File: src/core_config_pkg.sv
package core_config_pkg;

    // Datapath and register file widths
    localparam int XLEN       = 32;
    localparam int REG_ADDR_W = 5;
    localparam int IMM_W      = 16;
    localparam int CMD_W      = 3;

    // One entry per register address, register 0 included
    localparam int NUM_REGS = 2 ** REG_ADDR_W;

    // Data word as seen by the register file and the ALU
    typedef logic [XLEN - 1 : 0] word_t;

    // ALU result with the carry or borrow on top
    typedef logic [XLEN : 0] wide_word_t;

    // Register index
    typedef logic [REG_ADDR_W - 1 : 0] reg_addr_t;

    // Immediate field of an instruction
    typedef logic [IMM_W - 1 : 0] imm_t;

    // ALU commands, codes 5 to 7 are not defined
    typedef enum logic [CMD_W - 1 : 0] {
        c_ADD = 3'd0,
        c_SUB = 3'd1,
        c_AND = 3'd2,
        c_OR  = 3'd3,
        c_XOR = 3'd4
    } alu_cmd_t;

    // Immediate widened to a full data word, upper bits zero
    function automatic word_t zext_imm(input imm_t imm);
        return {{(XLEN - IMM_W){1'b0}}, imm};
    endfunction

endpackage

File: src/issue_if.sv
`timescale 1ns/1ns

interface issue_if;
    import core_config_pkg::*;

    // Operands and command, registered by the issuer
    word_t     arg0;
    word_t     arg1;
    alu_cmd_t  cmd;
    reg_addr_t rd;

    // One cycle strobe, only while busy is low
    logic      start;

    // Status back from the ALU
    logic      busy;
    logic      illegal;

    modport issuer (
        output arg0,
        output arg1,
        output cmd,
        output rd,
        output start,
        input  busy,
        input  illegal
    );

    modport alu (
        input  arg0,
        input  arg1,
        input  cmd,
        input  rd,
        input  start,
        output busy,
        output illegal
    );

endinterface

File: src/commit_if.sv
`timescale 1ns/1ns

interface commit_if;
    import core_config_pkg::*;

    // Latched ALU result, held until cleared
    word_t     res;
    reg_addr_t rd;
    logic      valid;
    logic      carry;

    // Returned by the committer in the same cycle as valid
    logic      clear;

    modport alu (
        output res,
        output rd,
        output valid,
        output carry,
        input  clear
    );

    modport committer (
        input  res,
        input  rd,
        input  valid,
        input  carry,
        output clear
    );

endinterface

File: src/reg_file.sv
`timescale 1ns/1ns

module reg_file (
    input  logic                      clk,
    input  logic                      rst_n,

    // Combinational read ports
    input  core_config_pkg::reg_addr_t i_rs0_addr,
    input  core_config_pkg::reg_addr_t i_rs1_addr,
    output core_config_pkg::word_t     o_rs0_data,
    output core_config_pkg::word_t     o_rs1_data,

    // Write port
    input  logic                      i_wr_en,
    input  core_config_pkg::reg_addr_t i_wr_addr,
    input  core_config_pkg::word_t     i_wr_data
);
    import core_config_pkg::*;

    word_t regs [NUM_REGS];

    // Register 0 is never written, so it keeps its reset value of zero
    always_ff @(posedge clk or negedge rst_n) begin
        if (!rst_n) begin
            for (int i = 0; i < NUM_REGS; i++) begin
                regs[i] <= '0;
            end
        end else if (i_wr_en && (i_wr_addr != '0)) begin
            regs[i_wr_addr] <= i_wr_data;
        end
    end

    assign o_rs0_data = regs[i_rs0_addr];
    assign o_rs1_data = regs[i_rs1_addr];

endmodule

File: src/issuer.sv
`timescale 1ns/1ns

module issuer (
    input  logic                       clk,
    input  logic                       rst_n,

    // Instruction source
    input  logic                       i_valid,
    input  core_config_pkg::alu_cmd_t  i_cmd,
    input  core_config_pkg::reg_addr_t i_rd,
    input  core_config_pkg::reg_addr_t i_rs0,
    input  core_config_pkg::reg_addr_t i_rs1,
    input  logic                       i_use_imm,
    input  core_config_pkg::imm_t      i_imm,
    output logic                       o_ready,
    output logic                       o_illegal,

    // Register file read ports
    output core_config_pkg::reg_addr_t o_rs0_addr,
    output core_config_pkg::reg_addr_t o_rs1_addr,
    input  core_config_pkg::word_t     i_rs0_data,
    input  core_config_pkg::word_t     i_rs1_data,

    // Towards alu0
    issue_if.issuer                    iss
);
    import core_config_pkg::*;

    typedef enum logic [1:0] {
        S_IDLE,
        S_ISSUE,
        S_WAIT
    } issue_state_t;

    issue_state_t state;

    // Source addresses go straight to the register file
    assign o_rs0_addr = i_rs0;
    assign o_rs1_addr = i_rs1;

    assign o_ready   = (state == S_IDLE);
    assign iss.start = (state == S_ISSUE);

    always_ff @(posedge clk or negedge rst_n) begin
        if (!rst_n) begin
            state     <= S_IDLE;
            o_illegal <= 1'b0;
        end else begin
            o_illegal <= 1'b0;
            case (state)
                S_IDLE: begin
                    if (i_valid) begin
                        state <= S_ISSUE;
                    end
                end
                S_ISSUE: begin
                    state <= S_WAIT;
                end
                S_WAIT: begin
                    // The committer clears at once, so busy falls on this edge
                    if (iss.illegal) begin
                        o_illegal <= 1'b1;
                        state     <= S_IDLE;
                    end else if (iss.busy) begin
                        state <= S_IDLE;
                    end
                end
                default: begin
                    state <= S_IDLE;
                end
            endcase
        end
    end

    // Operand capture on accept
    always_ff @(posedge clk) begin
        if (o_ready && i_valid) begin
            iss.arg0 <= i_rs0_data;
            iss.arg1 <= i_use_imm ? zext_imm(i_imm) : i_rs1_data;
            iss.cmd  <= i_cmd;
            iss.rd   <= i_rd;
        end
    end

endmodule

File: src/alu0.sv
`timescale 1ns/1ns

module alu0 (
    input  logic     clk,
    input  logic     rst_n,

    // From the issuer
    issue_if.alu     iss,

    // To the committer
    commit_if.alu    cmt
);
    import core_config_pkg::*;

    wide_word_t tmp_res;
    logic       legal;

    // Extra top bit catches the carry or borrow
    always_comb begin
        tmp_res = '0;
        legal   = 1'b1;
        case (iss.cmd)
            c_ADD: begin
                tmp_res = {1'b0, iss.arg0} + {1'b0, iss.arg1};
            end
            c_SUB: begin
                tmp_res = {1'b0, iss.arg0} - {1'b0, iss.arg1};
            end
            c_AND: begin
                tmp_res = {1'b0, iss.arg0} & {1'b0, iss.arg1};
            end
            c_OR: begin
                tmp_res = {1'b0, iss.arg0} | {1'b0, iss.arg1};
            end
            c_XOR: begin
                tmp_res = {1'b0, iss.arg0} ^ {1'b0, iss.arg1};
            end
            default: begin
                legal = 1'b0;
            end
        endcase
    end

    // Status flags
    always_ff @(posedge clk or negedge rst_n) begin
        if (!rst_n) begin
            iss.busy    <= 1'b0;
            iss.illegal <= 1'b0;
            cmt.valid   <= 1'b0;
        end else begin
            // Illegal is a single cycle flag
            iss.illegal <= 1'b0;
            if (iss.start) begin
                if (legal) begin
                    iss.busy  <= 1'b1;
                    cmt.valid <= 1'b1;
                end else begin
                    iss.illegal <= 1'b1;
                end
            end else if (cmt.valid && cmt.clear) begin
                iss.busy  <= 1'b0;
                cmt.valid <= 1'b0;
            end
        end
    end

    // Result held until the committer has taken it
    always_ff @(posedge clk) begin
        if (iss.start && legal) begin
            cmt.res   <= tmp_res[XLEN - 1 : 0];
            cmt.carry <= tmp_res[XLEN];
            cmt.rd    <= iss.rd;
        end
    end

endmodule

File: src/committer.sv
`timescale 1ns/1ns

module committer (
    input  logic                       clk,
    input  logic                       rst_n,

    // From alu0
    commit_if.committer                cmt,

    // Register file write port
    output logic                       o_wr_en,
    output core_config_pkg::reg_addr_t o_wr_addr,
    output core_config_pkg::word_t     o_wr_data,

    // Write-back report
    output logic                       o_wb_valid,
    output core_config_pkg::reg_addr_t o_wb_rd,
    output core_config_pkg::word_t     o_wb_data,
    output logic                       o_carry
);
    import core_config_pkg::*;

    // Nothing stalls write-back, a result is taken the cycle it appears
    assign cmt.clear = cmt.valid;

    // Same cycle write into the register file
    assign o_wr_en   = cmt.valid;
    assign o_wr_addr = cmt.rd;
    assign o_wr_data = cmt.res;

    always_ff @(posedge clk or negedge rst_n) begin
        if (!rst_n) begin
            o_wb_valid <= 1'b0;
        end else begin
            o_wb_valid <= cmt.valid;
        end
    end

    // Report payload, only meaningful with o_wb_valid
    always_ff @(posedge clk) begin
        if (cmt.valid) begin
            o_wb_rd   <= cmt.rd;
            o_wb_data <= cmt.res;
            o_carry   <= cmt.carry;
        end
    end

endmodule

File: src/exec_core_top.sv
`timescale 1ns/1ns

module exec_core_top (
    input  logic                       clk,
    input  logic                       rst_n,

    // Instruction input
    input  logic                       i_valid,
    input  core_config_pkg::alu_cmd_t  i_cmd,
    input  core_config_pkg::reg_addr_t i_rd,
    input  core_config_pkg::reg_addr_t i_rs0,
    input  core_config_pkg::reg_addr_t i_rs1,
    input  logic                       i_use_imm,
    input  core_config_pkg::imm_t      i_imm,
    output logic                       o_ready,

    // Outcome
    output logic                       o_wb_valid,
    output core_config_pkg::reg_addr_t o_wb_rd,
    output core_config_pkg::word_t     o_wb_data,
    output logic                       o_carry,
    output logic                       o_illegal
);
    import core_config_pkg::*;

    reg_addr_t rs0_addr;
    reg_addr_t rs1_addr;
    word_t     rs0_data;
    word_t     rs1_data;

    logic      wr_en;
    reg_addr_t wr_addr;
    word_t     wr_data;

    issue_if  iss_bus ();
    commit_if cmt_bus ();

    reg_file u_reg_file (
        .clk        (clk),
        .rst_n      (rst_n),
        .i_rs0_addr (rs0_addr),
        .i_rs1_addr (rs1_addr),
        .o_rs0_data (rs0_data),
        .o_rs1_data (rs1_data),
        .i_wr_en    (wr_en),
        .i_wr_addr  (wr_addr),
        .i_wr_data  (wr_data)
    );

    issuer u_issuer (
        .clk        (clk),
        .rst_n      (rst_n),
        .i_valid    (i_valid),
        .i_cmd      (i_cmd),
        .i_rd       (i_rd),
        .i_rs0      (i_rs0),
        .i_rs1      (i_rs1),
        .i_use_imm  (i_use_imm),
        .i_imm      (i_imm),
        .o_ready    (o_ready),
        .o_illegal  (o_illegal),
        .o_rs0_addr (rs0_addr),
        .o_rs1_addr (rs1_addr),
        .i_rs0_data (rs0_data),
        .i_rs1_data (rs1_data),
        .iss        (iss_bus.issuer)
    );

    alu0 u_alu0 (
        .clk   (clk),
        .rst_n (rst_n),
        .iss   (iss_bus.alu),
        .cmt   (cmt_bus.alu)
    );

    committer u_committer (
        .clk        (clk),
        .rst_n      (rst_n),
        .cmt        (cmt_bus.committer),
        .o_wr_en    (wr_en),
        .o_wr_addr  (wr_addr),
        .o_wr_data  (wr_data),
        .o_wb_valid (o_wb_valid),
        .o_wb_rd    (o_wb_rd),
        .o_wb_data  (o_wb_data),
        .o_carry    (o_carry)
    );

endmodule

File: config.mk
export PLATFORM = sky130hd
export DESIGN_NAME = exec_core_top
export DESIGN_NICKNAME = d
export VERILOG_FILES = /design/src/core_config_pkg.sv /design/src/issue_if.sv /design/src/commit_if.sv /design/src/reg_file.sv /design/src/issuer.sv /design/src/alu0.sv /design/src/committer.sv /design/src/exec_core_top.sv
export SDC_FILE = /design/constraint.sdc
export NUM_CORES = 2
export LEC_CHECK = 0
export BUFFER_PORTS_ARGS = -buffer_cell sky130_fd_sc_hd__buf_2
export CORE_UTILIZATION = 45
export CTS_CLUSTER_SIZE = 8
export DETAILED_ROUTE_END_ITERATION = 10
export GPL_TIMING_DRIVEN = 0
export HOLD_SLACK_MARGIN = 0.15
export PLACE_DENSITY = 0.59
export SETUP_SLACK_MARGIN = 0.3
export SYNTH_ARGS = -nofsm -noshare
export SYNTH_HDL_FRONTEND = slang
export SYNTH_SLANG_ARGS = --single-unit
File: constraint.sdc
create_clock -name clk -period 6.14 [get_ports clk]
set_clock_uncertainty 0.15 [all_clocks]
set_input_delay 0.921 -clock clk [delete_from_list [all_inputs] [get_ports clk]]
set_output_delay 0.921 -clock clk [all_outputs]
set_load 0.05 [all_outputs]
==> metrics.txt <==
fillers 11600; later-pin clock latency in the skew report about 790 ps; Initial Util a little under half; first-pass GRT wire length 296000 µm; required time of the critical path roughly 6500 ps; buffers added on ports between 60 and 70; Syn Area/Cell 15.7 µm²; worst hold slack 224 ps; DIE AREA 141000 µm²; vias in the first global route around 40000; crit path capture type flop; clock root cell clkbuf_16; area of the multi-input gates approximately 31000 µm²; LEAKAGE ~31 nW; pwr dens between 400 and 500 nW/µm²; #FFs+latches synth 1179; Mapped Nets 4119; CTS tree done; worst-path fanout max 10; Yosys cell types 63; Yosys warnings 0; startpoint types flop; layout cells sized above 1 47.1%; row count 136; DRT Pass-1 Iters 5; Max IR drop VDD 0.253 mV; RSZ-0062 raised after global routing false; asr flop ratio synth between 80 and 90%; register area share after synthesis 48.2%; grt ovf 0; slowest CP cell o21ai_0; critical path data arrival time 5880 ps; io pins ~80; WL final between 200000 and 250000 µm; largest net degree at the start of global routing 158; Worst-Margin Slew 1570 ps; clk slew on worst S/H paths 50 ps; number of synthesized flops with an enable pin around 150; outcome finished, violations left; initial drt markers 3861; most common cell after layout, fill and taps aside dfrtp_1; ys flop type dfrtp_1; Max-Cap Viols 4; DR WL/cell 34.3 µm; core area 138000 µm²; vias per cell between 6 and 7; Die Width 375 µm; crit-path cells nor2_1, and2_1, clkbuf_1, clkbuf_2, mux2i_1, fa_1, a21oi_1, o211ai_1, nand4_1, o21ai_0, o21ai_0, nor4_1, nor3_1, mux2i_1; final setup TNS 0 ps; clock buffer depth 3; violated checks capacitance limit, slew limit; Max stage delay on crit path 650 ps; CTS H-tree lvls 4; Detail Route Antenna Nets 0; CTS Sinks 1179; Final min period 5520 ps; slew margin rel. -4.39%; Die Ht roughly 380 µm; HPWL after detailed placement 150000 µm; Hold/Removal Path Class in2reg; fin crit share 89.8%; CP Class reg2reg; total power about 29 mW; nets 4375; Post-Synthesis Cells 3983; Total GRT Usage between 20 and 30%; Final setup violation count 0; most frequent cells in the layout 1030 x dfrtp_1, 1024 x mux2_2, 640 x mux4_2, 297 x clkbuf_1, 171 x clkbuf_16; detailed-route via count about 40000; Layout area overhead 11.9%; CTS Buf Count 166; Fmax 181 MHz; postcts setup bufs 0; Netlist Area Pre-Place 62700 µm²; gp weighted congestion 0.918; initial antenna violation count 19; residual DRC count 0; final max-slew violation count 41; final hold viol count 0; Seq. cell area about 30000 µm²
## per-stage QoR
stage,cell area [µm²],util [%],cells,worst slack (ps)
6_report,70200,50.9,6076,623
2_1_floorplan,62700,-,3983,2400
3_3_place_gp,65300,47.4,5844,-19280
5_1_grt,70200,50.9,6072,437
4_1_cts,70200,50.9,6071,427
3_5_place_dp,65600,47.6,5856,434
## per-layer routing
metal | routed length, µm | share of wire [%] | vias to the layer above | track usage, %
met5 | 175 | 0.084 | - | 0.343
met1 | 87000 | 42 | 21400 | 41.8
met3 | 23100 | 11 | 437 | 10.6
met2 | 90500 | 43 | 1865 | 43.2
met4 | 7850 | 3.8 | 18 | 11.0
li1 | - | - | 15800 | -
## area by class of cell
cell class	count	area share (%)
clock buffers	202	6.30
multi-input cells	2318	43.5
plain buffers	405	2.37
inverters	81	0.433
clock inverters	4	0.0499
well taps	1794	3.20
flip-flops and latches	1179	43.1
diodes	5	0.0178
repair buffers	88	1.06
## Yosys cell counts (3+ instances only)
| cell | number | area [µm²] |
|---|---|---|
| xnor2_1 | 44 | 385 |
| dfrtp_1 | 1031 | 25800 |
| buf_6 | 4 | 45.0 |
| and2_1 | 4 | 25.0 |
| a211oi_1 | 24 | 180 |
| inv_1 | 81 | 304 |
| ha_1 | 97 | 1210 |
| buf_4 | 6 | 45.0 |
| nand4_1 | 11 | 68.8 |
| clkbuf_1 | 271 | 1020 |
| o21bai_1 | 4 | 30.0 |
| or2_2 | 4 | 25.0 |
| mux4_2 | 640 | 14400 |
| o21ai_0 | 65 | 325 |
| o41ai_1 | 4 | 35.0 |
| buf_1 | 57 | 214 |
| xor2_1 | 15 | 131 |
| edfxtp_1 | 148 | 4440 |
| nand3b_1 | 4 | 30.0 |
| a21oi_1 | 62 | 310 |
| nand3_1 | 13 | 65.1 |
| and3_1 | 3 | 18.8 |
| mux2i_1 | 42 | 420 |
| nor2b_1 | 3 | 18.8 |
| buf_2 | 65 | 325 |
| nor2_1 | 92 | 345 |
| mux2_2 | 1024 | 11500 |
| nand2_1 | 76 | 285 |
| a31oi_1 | 9 | 56.3 |
| nor3_1 | 5 | 25.0 |
| o21ai_1 | 3 | 15.0 |
| nor3b_1 | 4 | 30.0 |
| o31ai_1 | 8 | 60.1 |
| a41oi_1 | 3 | 26.3 |
| a21o_1 | 11 | 82.6 |
| nand2b_1 | 8 | 50.1 |
| o221ai_1 | 7 | 61.3 |
## cell families (layout without fill, tap and decap cells)
family / after synthesis / in the layout / share of synthesized area [%]
mux: 1706 / 1706 / 42.0
flops: 1179 / 1179 / 48.2
buf+inv: 486 / 780 / 3.13
simple gates: 239 / 239 / 1.73
compound gates: 216 / 216 / 2.11
fa+ha+maj: 98 / 98 / 1.97
xor+xnor: 59 / 59 / 0.824
other cells: 0 / 5 / 0
## worst max-delay path: cells and delay by family (launching register included)
kind                     cells  cell delay, ps
AO/OA/AOI/OAI                4            1530
adder cells (fa/ha/maj)      1             420
buffers and inverters        2             910
flip-flops                   1             490
multiplexers                 2             320
AND/OR/NAND/NOR              5            1420
## flip-flops by register name, summed over array words and instances, names as in the netlist, 2 cells and up
signal	cells
u_issuer.iss.arg0	32
u_issuer.iss.rd	5
u_issuer.state	2
u_alu0.cmt.res	32
u_issuer.iss.arg1	32
u_committer.o_wb_rd	5
u_alu0.cmt.rd	5
u_reg_file.regs	1024
u_committer.o_wb_data	32
u_issuer.iss.cmd	3
## final timing paths
check | from | end | slack [ps] | cells after the start
hold / removal | i_valid | u_issuer.state[0]$_DFFE_PN0P_ | 220 | 2
setup reg to reg | u_issuer.iss.cmd[1]$_DFFE_PP_ | u_alu0.cmt.carry$_SDFFCE_PN0P_ | 620 | 14
min in group asynchronous | rst_n | u_reg_file.regs[645]$_DFFE_PN0P_ | 560 | 2
max in group asynchronous | rst_n | u_alu0.cmt.valid$_DFFE_PN0N_ | 2750 | 5
setup / recovery | u_issuer.iss.cmd[1]$_DFFE_PP_ | u_alu0.cmt.carry$_SDFFCE_PN0P_ | 620 | 14
hold reg to reg | u_issuer.iss.rd[2]$_DFFE_PP_ | u_alu0.cmt.rd[2]$_DFFE_PP_ | 270 | 0
## where the power goes
group / leakage, nW / internal [mW] / switching, mW
logic: 13.2 / 4.36 / 4.03
registers: 15.5 / 10.3 / 1.64
clock network: 2.18 / 4.95 / 3.37
total: 30.9 / 19.6 / 9.05
## what timing repair did
item                                    4_1_cts  5_1_grt
endpoints found under the setup margin        0        3
hold buffers                                  9        0
resized for setup                             0        2
endpoints found under the hold margin       101        0
No activity file was read; power rests on OpenSTA's default activity.
